`config.mk`:
```
export PLATFORM = sky130hd
export DESIGN_NAME = timer_top
export DESIGN_NICKNAME = d
export VERILOG_FILES = /design/src/verilog/timer_cfg_pkg.sv /design/src/verilog/timer_reg_pkg.sv /design/src/verilog/timer_bus_if.sv /design/src/verilog/timer_top.sv /design/src/verilog/tick_prescaler.sv /design/src/verilog/timer_regs.sv /design/src/verilog/compare_match_timer.sv /design/src/verilog/carry_skip_incrementer.sv
export SDC_FILE = /design/constraint.sdc
export NUM_CORES = 1
export LEC_CHECK = 0
export BUFFER_PORTS_ARGS = -buffer_cell sky130_fd_sc_hd__clkbuf_2
export CAP_MARGIN = 20
export CORE_MARGIN = 1.5
export CORE_UTILIZATION = 38
export CTS_BUF_LIST = sky130_fd_sc_hd__clkbuf_8
export DETAILED_ROUTE_END_ITERATION = 10
export PLACE_DENSITY_LB_ADDON = 0.05
export SLEW_MARGIN = 20
export SYNTH_ARGS = -nofsm -noshare
export SYNTH_HDL_FRONTEND = slang
export SYNTH_SLANG_ARGS = --single-unit
```
`constraint.sdc`:
```
create_clock -name i_clock -period 6.3 [get_ports i_clock]
set_input_delay 0.63 -clock i_clock [delete_from_list [all_inputs] [get_ports i_clock]]
set_output_delay 0.63 -clock i_clock [all_outputs]
set_load 0.01 [all_outputs]
```
`src/verilog/timer_cfg_pkg.sv`:
```
// Timer configuration package with the control register layout and prescaler width
package timer_cfg_pkg;

    // Width of the prescale field in the control register
    localparam int PRESCALE_WIDTH = 8;

    // Upper bits of the control word that carry no function
    localparam int CTRL_RSVD_WIDTH = 32 - PRESCALE_WIDTH - 2;

    // Control register as seen by software
    // enable sits in bit 0, prescale in bits 8:1, irq_enable in bit 9
    // A prescale value p gives one count tick every p+1 clocks
    typedef struct packed {
        logic [CTRL_RSVD_WIDTH-1:0] reserved;
        logic                       irq_enable;
        logic [PRESCALE_WIDTH-1:0]  prescale;
        logic                       enable;
    } timer_ctrl_t;

endpackage
```
`src/verilog/timer_reg_pkg.sv`:
```
// Timer register map package with addresses and the decoded write word
package timer_reg_pkg;

    // Register address on the write port
    typedef logic [1:0] reg_addr_t;

    // Register map
    localparam reg_addr_t ADDR_CTRL      = 2'd0;
    localparam reg_addr_t ADDR_COMPARE   = 2'd1;
    localparam reg_addr_t ADDR_IRQ_CLEAR = 2'd2;

    // One write data word, read either as a control word or as a raw value
    // The value view feeds the compare register and only its low bits are kept
    typedef union packed {
        timer_cfg_pkg::timer_ctrl_t ctrl;
        logic [31:0]                value;
    } reg_word_u;

endpackage

```
`src/verilog/timer_bus_if.sv`:
```
// Timer register write port with valid/ready handshake
`timescale 1ns/10ps

interface timer_bus_if;

    logic                     valid;
    logic                     ready;
    timer_reg_pkg::reg_addr_t addr;
    timer_reg_pkg::reg_word_u wdata;

    // Side that issues register writes
    modport initiator (
        output valid,
        output addr,
        output wdata,
        input  ready
    );

    // Side that accepts register writes
    modport target (
        input  valid,
        input  addr,
        input  wdata,
        output ready
    );

endinterface

```
`src/verilog/timer_top.sv`:
```
// Compare-match timer top level with a plain register write port
`timescale 1ns/10ps

module timer_top #(
    parameter int COUNT_WIDTH = 24
) (
    input  logic                     i_clock,
    input  logic                     i_nreset,
    input  logic                     i_wr_valid,
    output logic                     o_wr_ready,
    input  timer_reg_pkg::reg_addr_t i_wr_addr,
    input  logic [31:0]              i_wr_data,
    output logic [COUNT_WIDTH-1:0]   o_counter,
    output logic                     o_match,
    output logic                     o_irq
);

    timer_cfg_pkg::timer_ctrl_t ctrl;
    logic [COUNT_WIDTH-1:0]     compare;
    logic                       tick;

    timer_bus_if bus_if ();

    assign bus_if.valid = i_wr_valid;
    assign bus_if.addr  = i_wr_addr;
    assign bus_if.wdata = i_wr_data;
    assign o_wr_ready   = bus_if.ready;

    timer_regs #(
        .COUNT_WIDTH (COUNT_WIDTH)
    ) timer_regs_inst (
        .i_clock   (i_clock),
        .i_nreset  (i_nreset),
        .bus       (bus_if.target),
        .i_match   (o_match),
        .o_ctrl    (ctrl),
        .o_compare (compare),
        .o_irq     (o_irq)
    );

    tick_prescaler tick_prescaler_inst (
        .i_clock  (i_clock),
        .i_nreset (i_nreset),
        .i_ctrl   (ctrl),
        .o_tick   (tick)
    );

    compare_match_timer #(
        .COUNT_WIDTH (COUNT_WIDTH)
    ) compare_match_timer_inst (
        .i_clock   (i_clock),
        .i_nreset  (i_nreset),
        .i_enable  (ctrl.enable),
        .i_tick    (tick),
        .i_compare (compare),
        .o_match   (o_match),
        .o_counter (o_counter)
    );

endmodule

```
`src/verilog/tick_prescaler.sv`:
```
// Tick prescaler that divides the clock by the programmed prescale value plus one
`timescale 1ns/10ps

module tick_prescaler (
    input  logic                       i_clock,
    input  logic                       i_nreset,
    input  timer_cfg_pkg::timer_ctrl_t i_ctrl,
    output logic                       o_tick
);

    logic [timer_cfg_pkg::PRESCALE_WIDTH-1:0] div_count;
    logic [timer_cfg_pkg::PRESCALE_WIDTH-1:0] div_current;
    logic                                      div_running;

    // Until the first reload the divider acts as if loaded with prescale
    assign div_current = div_running ? div_count : i_ctrl.prescale;
    assign o_tick      = i_ctrl.enable && (div_current == '0);

    always_ff @(posedge i_clock) begin
        if (!i_nreset) begin
            div_count   <= '0;
            div_running <= 1'b0;
        end else if (!i_ctrl.enable) begin
            // Divider restarts from scratch on the next enable
            div_count   <= '0;
            div_running <= 1'b0;
        end else begin
            div_running <= 1'b1;
            if (o_tick) begin
                div_count <= i_ctrl.prescale;
            end else begin
                div_count <= div_current - 1'b1;
            end
        end
    end

endmodule

```
`src/verilog/timer_regs.sv`:
```
// Timer register block for control, compare value and the sticky interrupt flag
`timescale 1ns/10ps

module timer_regs #(
    parameter int COUNT_WIDTH = 24
) (
    input  logic                       i_clock,
    input  logic                       i_nreset,
    timer_bus_if.target                bus,
    input  logic                       i_match,
    output timer_cfg_pkg::timer_ctrl_t o_ctrl,
    output logic [COUNT_WIDTH-1:0]     o_compare,
    output logic                       o_irq
);

    logic ready_q;
    logic wr_fire;
    logic irq_set;
    logic irq_clear;

    // Never back-pressures once out of reset
    always_ff @(posedge i_clock) begin
        if (!i_nreset) begin
            ready_q <= 1'b0;
        end else begin
            ready_q <= 1'b1;
        end
    end

    assign bus.ready = ready_q;
    assign wr_fire   = bus.valid && ready_q;

    always_ff @(posedge i_clock) begin
        if (!i_nreset) begin
            o_ctrl <= '0;
        end else if (wr_fire && (bus.addr == timer_reg_pkg::ADDR_CTRL)) begin
            o_ctrl <= bus.wdata.ctrl;
        end
    end

    // Compare value comes from the raw view of the same word
    always_ff @(posedge i_clock) begin
        if (wr_fire && (bus.addr == timer_reg_pkg::ADDR_COMPARE)) begin
            o_compare <= bus.wdata.value[COUNT_WIDTH-1:0];
        end
    end

    assign irq_set   = i_match && o_ctrl.irq_enable;
    assign irq_clear = wr_fire && (bus.addr == timer_reg_pkg::ADDR_IRQ_CLEAR);

    // Sticky flag where a set in the same cycle as a clear wins
    always_ff @(posedge i_clock) begin
        if (!i_nreset) begin
            o_irq <= 1'b0;
        end else if (irq_set) begin
            o_irq <= 1'b1;
        end else if (irq_clear) begin
            o_irq <= 1'b0;
        end
    end

endmodule

```
`src/verilog/compare_match_timer.sv`:
```
// Compare-match timer core with a gated counter and a pipelined equality compare
`timescale 1ns/10ps

module compare_match_timer #(
    parameter int COUNT_WIDTH = 24
) (
    input  logic                   i_clock,
    input  logic                   i_nreset,
    input  logic                   i_enable,
    input  logic                   i_tick,
    input  logic [COUNT_WIDTH-1:0] i_compare,
    output logic                   o_match,
    output logic [COUNT_WIDTH-1:0] o_counter
);

    logic [COUNT_WIDTH-1:0] count_next;
    logic                   count_step;

    // Stage 1 holds the live count
    logic [COUNT_WIDTH-1:0] count_s1;
    logic                   step_s1;

    // Stage 2 lines up count and compare value
    logic [COUNT_WIDTH-1:0] count_s2;
    logic [COUNT_WIDTH-1:0] compare_s2;
    logic                   step_s2;

    logic                   match_s3;

    // Counting is gated by both the enable bit and the prescaler tick
    assign count_step = i_enable && i_tick;

    carry_skip_incrementer #(
        .COUNT_WIDTH (COUNT_WIDTH)
    ) incrementer_inst (
        .i_value (count_s1),
        .o_sum   (count_next)
    );

    // step_s1 marks the one cycle in which count_s1 shows a fresh value
    always_ff @(posedge i_clock) begin
        if (!i_nreset) begin
            count_s1 <= '0;
            step_s1  <= 1'b0;
        end else begin
            step_s1 <= count_step;
            if (count_step) begin
                count_s1 <= count_next;
            end
        end
    end

    always_ff @(posedge i_clock) begin
        count_s2   <= count_s1;
        compare_s2 <= i_compare;
    end

    always_ff @(posedge i_clock) begin
        if (!i_nreset) begin
            step_s2 <= 1'b0;
        end else begin
            step_s2 <= step_s1;
        end
    end

    // Only a freshly stepped value may match, so a held count gives one pulse
    always_ff @(posedge i_clock) begin
        if (!i_nreset) begin
            match_s3 <= 1'b0;
            o_match  <= 1'b0;
        end else begin
            match_s3 <= step_s2 && (count_s2 == compare_s2);
            o_match  <= match_s3;
        end
    end

    assign o_counter = count_s1;

endmodule

```
`src/verilog/carry_skip_incrementer.sv`:
```
// Carry-skip incrementer built from 4-bit ripple carry blocks
`timescale 1ns/10ps

module carry_skip_incrementer #(
    parameter int COUNT_WIDTH = 24
) (
    input  logic [COUNT_WIDTH-1:0] i_value,
    output logic [COUNT_WIDTH-1:0] o_sum
);

    localparam int NUM_BLOCKS = COUNT_WIDTH / 4;

    // Carry into each 4-bit slice
    logic [NUM_BLOCKS-1:0] carry;

    // The increment enters as the carry into the lowest slice
    assign carry[0] = 1'b1;

    for (genvar k = 0; k < NUM_BLOCKS; k++) begin : g_block
        if (k == NUM_BLOCKS - 1) begin : g_last
            // Carry out of the top slice is the counter wrap and is dropped
            carry_block carry_block_inst (
                .i_a    (i_value[4*k +: 4]),
                .i_cin  (carry[k]),
                .o_sum  (o_sum[4*k +: 4]),
                .o_cout ()
            );
        end else begin : g_inner
            logic block_cout;

            carry_block carry_block_inst (
                .i_a    (i_value[4*k +: 4]),
                .i_cin  (carry[k]),
                .o_sum  (o_sum[4*k +: 4]),
                .o_cout (block_cout)
            );

            if (k == 0) begin : g_first
                assign carry[k+1] = block_cout;
            end else begin : g_skip
                // All ones in the slice lets the incoming carry bypass the ripple
                assign carry[k+1] = (&i_value[4*k +: 4]) ? carry[k] : block_cout;
            end
        end
    end

endmodule

// Four-bit ripple adder with a zero second operand
module carry_block (
    input  logic [3:0] i_a,
    input  logic       i_cin,
    output logic [3:0] o_sum,
    output logic       o_cout
);

    logic [4:0] c;

    assign c[0] = i_cin;

    for (genvar i = 0; i < 4; i++) begin : g_bit
        assign o_sum[i] = i_a[i] ^ c[i];
        assign c[i+1]   = i_a[i] & c[i];
    end

    assign o_cout = c[4];

endmodule

```
==> results of run 1 <==
==> worst max-delay path: cells and delay by family (launching register included) <==
family	cells	cell delay, ps
fa+ha+maj	22	4030
mux	4	1170
flops	1	340
simple gates	1	160
compound gates	1	180
==> worst max-delay path by stage <==
stage	from	to	slack, ps
after floorplan	compare_match_timer_inst.o_counter[0]	compare_match_timer_inst.o_counter[23]	650
after global placement	compare_match_timer_inst.o_counter[0]	compare_match_timer_inst.o_counter[23]	420
after detailed placement	compare_match_timer_inst.o_counter[0]	compare_match_timer_inst.o_counter[23]	310
after CTS	compare_match_timer_inst.o_counter[0]	compare_match_timer_inst.o_counter[23]	270
after global routing	compare_match_timer_inst.o_counter[1]	compare_match_timer_inst.o_counter[23]	70
final	compare_match_timer_inst.o_counter[0]	compare_match_timer_inst.o_counter[23]	310
==> area by class of cell <==
type	count	share of cell area [%]
clock buffers	20	5.233
clock inverters	12	2.950
inverters	1	0.07136
multi-input cells	243	31.92
flip-flops and latches	121	50.62
well taps	143	3.402
repair buffers	59	5.804
==> cell usage in the layout (no fill, tap or decap), types with 2 or more instances in the layout <==
cell and n:
nor2_1 7, o21ai_0 3, nor3_1 5, or3_1 2, dfxtp_1 97, clkbuf_2 55
buf_4 4, mux2_2 4, nand3b_1 2, a211oi_1 2, and2_1 4, a2111oi_0 2
xor2_1 16, nor4_1 6, nor3b_2 2, o32ai_1 3, inv_1 4, ha_1 23
a21boi_1 23, mux2i_1 4, nand2_1 76, a21boi_0 10, nor3b_1 2, nand4_1 7
clkinv_2 4, edfxtp_1 24, bufinv_16 4, xnor2_1 11, a31oi_1 2, a21oi_1 7
nor2b_1 3, nor4b_4 2, clkbuf_8 20
==> through the flow <==
| stage | power [mW] | setup WS [ps] | cell area [um2] |
|---|---|---|---|
| after detailed placement | 0.8675 | 307.6 | 4830 |
| after global placement | 0.8666 | 419.3 | 4830 |
| after global routing | 1.654 | 67.73 | 5260 |
| after CTS | 1.616 | 274.7 | 5260 |
| after floorplan | 0.8470 | 650.8 | 4408 |
| final | 1.588 | 310.7 | 5260 |
==> logic make-up (layout without fill, tap and decap cells) <==
family                     Yosys count  in the layout
and+or+nand+nor                    124            124
DFF                                121            121
AOI/OAI and AO/OA                   60             60
xor gates and xnor gates            27             27
adders and majority gates           23             23
buffers and inverters               15             92
muxes                                9              9
==> power breakdown <==
part	total [mW]	internal, mW	switching (mW)
clock	0.738	0.454	0.284
combinational	0.0468	0.0213	0.0256
sequential	0.803	0.798	0.00509
total	1.59	1.27	0.314
==> flip-flops by register name (all words and copies together) (netlist names) <==
signal	count
compare_match_timer_inst.compare_s2	24
compare_match_timer_inst.count_s2	24
compare_match_timer_inst.o_counter	24
timer_regs_inst.o_compare	24
timer_regs_inst.o_ctrl	10
tick_prescaler_inst.div_count	8
compare_match_timer_inst.match_s3	1
compare_match_timer_inst.o_match	1
compare_match_timer_inst.step_s1	1
compare_match_timer_inst.step_s2	1
tick_prescaler_inst.div_running	1
timer_regs_inst.bus.ready	1
timer_regs_inst.o_irq	1
==> synthesized netlist by cell type, drive strengths merged, types with 3 or more instances <==
| library cell | count |
|---|---|
| edfxtp | 24 |
| nand2 | 76 |
| buf | 6 |
| nor2b | 3 |
| mux2i | 4 |
| a211oi | 3 |
| nand4 | 7 |
| a21boi | 33 |
| o32ai | 3 |
| nor4 | 6 |
| dfxtp | 97 |
| nor3b | 4 |
| xnor2 | 11 |
| ha | 23 |
| mux2 | 5 |
| and2 | 4 |
| xor2 | 16 |
| nor2 | 7 |
| o21ai | 4 |
| a21oi | 7 |
| clkbuf | 8 |
| nor3 | 6 |
==> metal layers <==
layer	share of wire (%)	vias to the layer above	GRT usage [%]
met5	0	-	0
met4	1.1	0	6.239
met3	4.2	6	6.233
met2	49	49	25.31
met1	46	1368	19.10
li1	-	1454	-
==> reports/qor.yml, run 1 <==
setup_path:
  regToRegSetupSlack_ps: 310
  rr_worst_depth: 28
  startpoint_type: "flip-flop"
  end_kind: "flip-flop"
  arrival_ps: 6300
  critPathKind: "reg -> reg"
  rr_startpoint: "compare_match_timer_inst.o_counter[0]"
  rr_endpoint: "compare_match_timer_inst.o_counter[23]"
  worstPathRequired_ps: 6610
  crit_slowest_cell: "dfxtp_1"
  max_stage_delay_ps: 340
  cp_common_cell: "ha_1"
  crit_path_max_fanout: 4
detailed_routing:
  final_antenna_net_count: 0
  vias: 2877
  drt_iter0_drc: 118
  wl_um: 8943
  firstDrtPassIters: 4
  wire_per_inst_um: 14.93
  routed_via_density: 4.803
  drc_errors: 0
global_routing:
  grt_max_degree: 42
  grt_pass1_vias: 2856
  grt_pass1_wl_um: 14680
  overflow: 0
  track_usage_pct: 15.80
  antenna_found_initial: 0
clock_network:
  cts_max_path_buffers: 2
  cts.sinks: 121
  cts_setup_buffers: 0
  cts-root-buf: "clkbuf_8"
  cts_tree: "built"
  numCtsBuffers: 17
  ctsResizeCount: 0
  cts-htree-levels: 4
  hold_buffers: 0
  clk_pin_slew_worst_paths_ps: 70
  clk_latency_ps: 420
placed_design:
  hpwl_um: 6163
  placed_cells_incl_taps: 567
  gp_congestion: 0.7973
  port_buffers: 55
yosys:
  yosysWarningCount: 0
  synth_top_area_share_pct: 44.05
  yosys.area.top_type: "dfxtp_1"
  syn_area_per_cell_um2: 11.63
  ys_seq_elements: 121
  synthArstFlopShare_pct: 0
  synth-main-ff-cell: "dfxtp_1"
  synthMuxAreaShare_pct: 2.186
  synth_top_family_by_area: "simple AND/OR/NAND/NOR gates"
  ys_types: 45
  synth.area.top_cells: "dfxtp_1, edfxtp_1, ha_1"
  yosys.area_share.simple_pct: 13.82
  synth_area_um2: 4408
  syn-instance-count: 379
  synth_compound_area_share_pct: 9.963
  synthesis.nets: 439
  synth_edf_count: 24
  synth_adder_area_share_pct: 6.529
  synthXorXnorAreaFrac_pct: 5.365
  seq_area_frac_synth_pct: 60.40
layout:
  utilization_pct: 46.26
  fillers: 1099
  area_delta_synth_final_pct: 19.33
  seqCellArea_um2: 2663
  multiInputGateArea_um2: 1679
  fin_cells: 599
  antennaDiodeCount: 0
  nNetsFinal: 503
  drive_gt1_share_pct: 21.71
floorplanning:
  die_area_um2: 12260
  initial_core_util_pct: 38.77
  num_io_pins: 64
  rows: 39
  die_y_um: 110.7
  core_area_um2: 11370
  die_w_um: 110.7
min_path:
  holdPathEnd: "compare_match_timer_inst.compare_s2[20]"
  hold_path.class: "reg -> reg"
  hold_path_startpoint: "timer_regs_inst.o_compare[20]"
  hold_depth: 0
power_and_ir_drop:
  power_density_nw_per_um2: 301.8
  leakagePower_nw: 2.170
  ir_worst_vdd_mv: 0.1673
run:
  cap_violations: 0
sta:
  period_share_pct: 95.07
  setup_violations: 0
  fmax_ghz: 0.1670
  fin_worst_skew_ps: 5.830
  max_slew_margin_pct: 31.48
  max_slew.worst_pin.slew_ps: 1026
  period_needed_ps: 5989
  worst_hold_slack_ps: 334.8
  tns_ps: 0
  slew_violations: 0
  finalHoldViolCount: 0
  grt_setup_unrepaired: "false"
outcome:
  status: "finished clean"
No activity file was read; power rests on OpenSTA's default activity.
==> run 2, diff against run 1 <==
Settings changed: ABC_AREA from default to 1.
==> run 2 against run 1 <==
Against the previous run:
- flip-flop and latch count stayed put
- global-route usage rose by 0.27 points
- total power is 9.0% lower
- fmax increased by 2.9%
- highest routed layer unchanged
- first-iteration DRC count down 2.5%
- clock-buffer cell count shrank 2
- setup slack gained 170 ps
==> reports/qor.yml, run 2 <==
sta:
  slew_violations: 0
  finalHoldViolCount: 0
  period_needed_ps: 5818
  fmax_ghz: 0.1719
  period_share_pct: 92.36
  worst_hold_slack_ps: 340.4
  setup_violations: 0
  tns_ps: 0
  fin_worst_skew_ps: 10.02
  max_slew_margin_pct: 50.14
  max_slew.worst_pin.slew_ps: 747.8
  grt_setup_unrepaired: "false"
power_and_ir_drop:
  power_switching_uw: 339.5
  swShare_pct: 23.50
  comb_power_share_pct: 5.7
  p_clk_share_pct: 37.4
  seq_power_share_pct: 56.9
  ir_worst_vdd_mv: 0.1414
  power_density_nw_per_um2: 282.5
  leakagePower_nw: 2.362
  power.total_mw: 1.444
  intPower_mw: 1.105
clock_network:
  cts-root-buf: "clkbuf_8"
  clk_pin_slew_worst_paths_ps: 60
  ctsResizeCount: 0
  clk_latency_ps: 430
  cts-htree-levels: 4
  cts_max_path_buffers: 2
  numCtsBuffers: 17
  cts_setup_buffers: 0
  cts.sinks: 121
  cts_tree: "built"
  hold_buffers: 0
detailed_routing:
  firstDrtPassIters: 4
  drc_errors: 0
  wl_um: 9061
  wire_per_inst_um: 13.40
  drt_iter0_drc: 115
  routed_via_density: 4.503
  final_antenna_net_count: 0
  vias: 3044
layout:
  antennaDiodeCount: 0
  seqCellArea_um2: 2663
  nNetsFinal: 580
  drive_gt1_share_pct: 17.07
  mostFrequentLayoutCell: "dfxtp_1"
  utilization_pct: 44.97
  area_delta_synth_final_pct: 15.98
  final_cell_mix: "dfxtp_1, nor2_1, nand2_1"
  multiInputGateArea_um2: 1496
  fillers: 1146
yosys:
  synth_top_area_share_pct: 44.05
  syn_area_per_cell_um2: 9.667
  syn-instance-count: 456
  synthArstFlopShare_pct: 0
  ys_types: 32
  synthesis.nets: 516
  seq_area_frac_synth_pct: 60.40
  synth_commonest_cells: "dfxtp_1, nor2_1, nand2_1, inv_1, o21ai_0"
  synth-main-ff-cell: "dfxtp_1"
  synth_area_um2: 4408
  yosys.area.top_type: "dfxtp_1"
  synth_edf_count: 24
  synth.most_common_cell: "dfxtp_1"
  ys_seq_elements: 121
  synth.area.top_cells: "dfxtp_1, edfxtp_1, ha_1"
  yosysWarningCount: 0
floorplanning:
  num_io_pins: 64
  initial_core_util_pct: 38.77
  die_area_um2: 12260
  die_w_um: 110.7
  die_y_um: 110.7
  rows: 39
  core_area_um2: 11370
setup_path:
  cp_num_buf_inv: 1
  critPathTopFamily: "adder cells"
  crit_path_max_fanout: 5
  startpoint_type: "flip-flop"
  cp_common_cell: "ha_1"
  end_kind: "flip-flop"
  crit_cells: 34
  critPathKind: "reg -> reg"
  arrival_ps: 6170
  crit_slowest_cell: "dfxtp_1"
  max_stage_delay_ps: 350
  rr_worst_depth: 34
  worstPathRequired_ps: 6660
run:
  cap_violations: 0
outcome:
  status: "finished clean"
placed_design:
  port_buffers: 55
  hpwl_um: 6343
  gp_congestion: 0.7829
global_routing:
  track_usage_pct: 16.07
  antenna_found_initial: 0
  grt_pass1_vias: 3016
  grt_pass1_wl_um: 14990
  overflow: 0
  grt_max_degree: 40
min_path:
  hold_path.class: "reg -> reg"
  hold_depth: 0
-- run 2: changes by cell type after synthesis, sizes merged, moves of 5 or more --
cell | previous run | this run
xnor2 | 11 | 4
a21boi | 33 | 1
xor2 | 16 | 7
o21ai | 4 | 42
o22ai | 1 | 6
nor2 | 7 | 78
inv | 1 | 46
a21oi | 7 | 14
nand2 | 76 | 71
nand3 | 1 | 9
nor4 | 6 | 0
mux2 | 5 | 0
-- run 2: power groups by stage --
stage / clock network, mW / registers [mW] / logic (mW)
after global placement: 0 / 0.839 / 0.0840
after CTS: 0.562 / 0.822 / 0.0847
after floorplan: 0 / 0.838 / 0.0541
after detailed placement: 0 / 0.839 / 0.0845
final: 0.540 / 0.822 / 0.0830
after global routing: 0.589 / 0.824 / 0.0971
-- run 2: cell type report --
class | instances | area share (%)
Timing Repair Buffer | 56 | 5.531
Tap cell | 143 | 3.500
Clock inverter | 14 | 1.126
Clock buffer | 18 | 4.846
Inverter | 48 | 3.647
Multi-Input combinational cell | 276 | 29.27
Sequential cell | 121 | 52.08
-- run 2: through the flow --
| stage | cells | cell area (um2) | setup slack, ps |
|---|---|---|---|
| detailed placement | 644 | 4807 | 505.2 |
| global route | 676 | 5112 | 129.2 |
| finish | 676 | 5112 | 481.6 |
| floorplan | 456 | 4408 | 831.3 |
| CTS | 676 | 5112 | 444.7 |
| global placement | 644 | 4807 | 571.1 |
-- run 2: path summary, 6_finish.rpt --
check	startpoint	endpoint	slack, ps
max	compare_match_timer_inst.o_counter[0]	compare_match_timer_inst.o_counter[23]	480
max reg2reg	compare_match_timer_inst.o_counter[0]	compare_match_timer_inst.o_counter[23]	480
min reg2reg	timer_regs_inst.o_compare[11]	compare_match_timer_inst.compare_s2[11]	340
min	timer_regs_inst.o_compare[11]	compare_match_timer_inst.compare_s2[11]	340
-- run 2: cell families after synthesis --
kind of cell | synth area share, %
AOI/OAI and AO/OA | 7.976
xor gates and xnor gates | 2.186
adders and majority gates | 6.529
buffers and inverters | 5.762
DFF | 60.40
and+or+nand+nor | 17.14
-- run 2: routing by layer --
layer / up-vias / GRT usage [%] / routed length [um] / share of wire (%)
li1: 1610 / - / - / -
met2: 52 / 27.33 / 4489 / 50
met1: 1369 / 18.11 / 4009 / 44
met4: 0 / 7.094 / 110 / 1.2
met5: - / 0 / 0 / 0
met3: 13 / 5.796 / 451 / 5.0
==> run 3, diff against run 2 <==
Settings changed: CORE_UTILIZATION 38 to 57.
==> run 3 against run 2 <==
Against the previous run:
- sequential share of layout area increased by 0.077 points
- utilization rose by 24 points
- setup slack lost 96 ps
- clock-buffer cell count shrank 1
- clock skew up 0.68 ps
- wire length down 4.1%
- register-to-register slack got worse by 96 ps
- via count rose by 5.3%
- die area decreased by 33%
- critical path depth unchanged
==> reports/qor.yml, run 3 (same netlist as run 2, synthesis figures left out) <==
outcome:
  status: "finished clean"
power_and_ir_drop:
  ir_worst_vdd_mv: 0.1583
  leakagePower_nw: 2.330
  power_density_nw_per_um2: 296.4
global_routing:
  met3_usage_pct: 5.276
  antenna_found_initial: 0
  grt_pass1_wl_um: 14460
  track_usage_pct: 22.46
  grt-busiest-layer: "met2"
  grt_max_degree: 40
  use_met1_pct: 29.70
  grt_pass1_vias: 3068
  overflow: 0
  grtUsageMet2_pct: 34.89
clock_network:
  cts.sinks: 121
  ctsResizeCount: 0
  cts_setup_buffers: 0
  clk_pin_slew_worst_paths_ps: 70
  cts_tree: "built"
  hold_buffers: 0
  cts-root-buf: "clkbuf_8"
  cts_max_path_buffers: 2
  clk_latency_ps: 420
  cts-htree-levels: 4
  numCtsBuffers: 17
floorplanning:
  die_area_um2: 8270
  die_y_um: 90.94
  die_w_um: 90.94
  num_io_pins: 64
  core_area_um2: 7370
  rows: 31
  initial_core_util_pct: 59.81
detailed_routing:
  vias: 3205
  drt_iter0_drc: 195
  firstDrtPassIters: 4
  final_antenna_net_count: 0
  wl_um: 8692
  drc_errors: 0
  routed_via_density: 5.071
  wire_per_inst_um: 13.75
setup_path:
  crit_slowest_cell: "dfxtp_1"
  worstPathRequired_ps: 6650
  end_kind: "flip-flop"
  arrival_ps: 6260
  regToRegSetupSlack_ps: 390
  crit_path_max_fanout: 5
  startpoint_type: "flip-flop"
  cp_common_cell: "ha_1"
  critPathKind: "reg -> reg"
  max_stage_delay_ps: 350
sta:
  max_slew.worst_pin.slew_ps: 941.1
  fmax_ghz: 0.1691
  fin_worst_skew_ps: 10.70
  period_needed_ps: 5914
  slew_violations: 0
  max_slew_margin_pct: 36.92
  finalHoldViolCount: 0
  period_share_pct: 93.88
  grt_setup_unrepaired: "false"
  tns_ps: 0
  setup_violations: 0
placed_design:
  port_buffers: 55
  gp_congestion: 0.8364
  hpwl_um: 5859
layout:
  fillers: 601
  area_delta_synth_final_pct: 15.81
  nNetsFinal: 580
  mostFrequentLayoutCell: "dfxtp_1"
  final_cell_mix: "dfxtp_1, nor2_1, nand2_1"
  antennaDiodeCount: 0
  utilization_pct: 69.27
  drive_gt1_share_pct: 18.57
run:
  cap_violations: 0
min_path:
  hold_path.class: "reg -> reg"
==> run 3: power by group <==
group	switching (mW)	internal [mW]	total, mW
Combinational	0.0511	0.0320	0.0831
Sequential	0.0127	0.808	0.821
Clock	0.331	0.278	0.609
Total	0.395	1.12	1.51
==> run 3: final cells by class <==
class | instances | area, um2 | share of cell area, %
Sequential cell | 121 | 2663 | 52.16
Clock inverter | 15 | 118.9 | 2.328
Inverter | 48 | 186.4 | 3.652
Tap cell | 99 | 123.9 | 2.426
Multi-Input combinational cell | 276 | 1496 | 29.31
Clock buffer | 17 | 234.0 | 4.583
Timing Repair Buffer | 56 | 282.8 | 5.539
==> run 3: metrics by stage <==
stage / power, mW / std cells / worst slack (ps) / hold WS, ps / cell area (um2)
2_1_floorplan: 0.8916 / 456 / 831.3 / 323.3 / 4408
3_3_place_gp: 0.9183 / 600 / 606.1 / 324.0 / 4752
3_5_place_dp: 0.9214 / 600 / 442.0 / 326.9 / 4752
4_1_cts: 1.525 / 632 / 369.7 / 342.5 / 5105
5_1_grt: 1.571 / 632 / 16.37 / 350.3 / 5105
6_report: 1.513 / 632 / 385.5 / 342.8 / 5105
==> run 3: critical path: cells and delay by family, from the launching register on <==
| family | cells | cell delay, ps |
|---|---|---|
| flip-flops | 1 | 350 |
| AND/OR/NAND/NOR | 9 | 1080 |
| AO/OA/AOI/OAI | 1 | 140 |
| buffers and inverters | 1 | 50 |
| adder cells (fa/ha/maj) | 22 | 4070 |
| XOR/XNOR | 1 | 130 |
==> run 3: path summary, 6_finish.rpt <==
path,from,end,cells past startpoint
setup reg to reg,compare_match_timer_inst.o_counter[0],compare_match_timer_inst.o_counter[23],34
hold / removal,timer_regs_inst.o_compare[0],compare_match_timer_inst.compare_s2[0],0
hold reg to reg,timer_regs_inst.o_compare[0],compare_match_timer_inst.compare_s2[0],0
setup / recovery,compare_match_timer_inst.o_counter[0],compare_match_timer_inst.o_counter[23],34
==> run 3: per-layer routing <==
layer	part of all wire (%)	up-vias
met4	1.6	0
met1	47	1484
li1	-	1617
met5	0	-
met2	47	90
met3	4.3	14
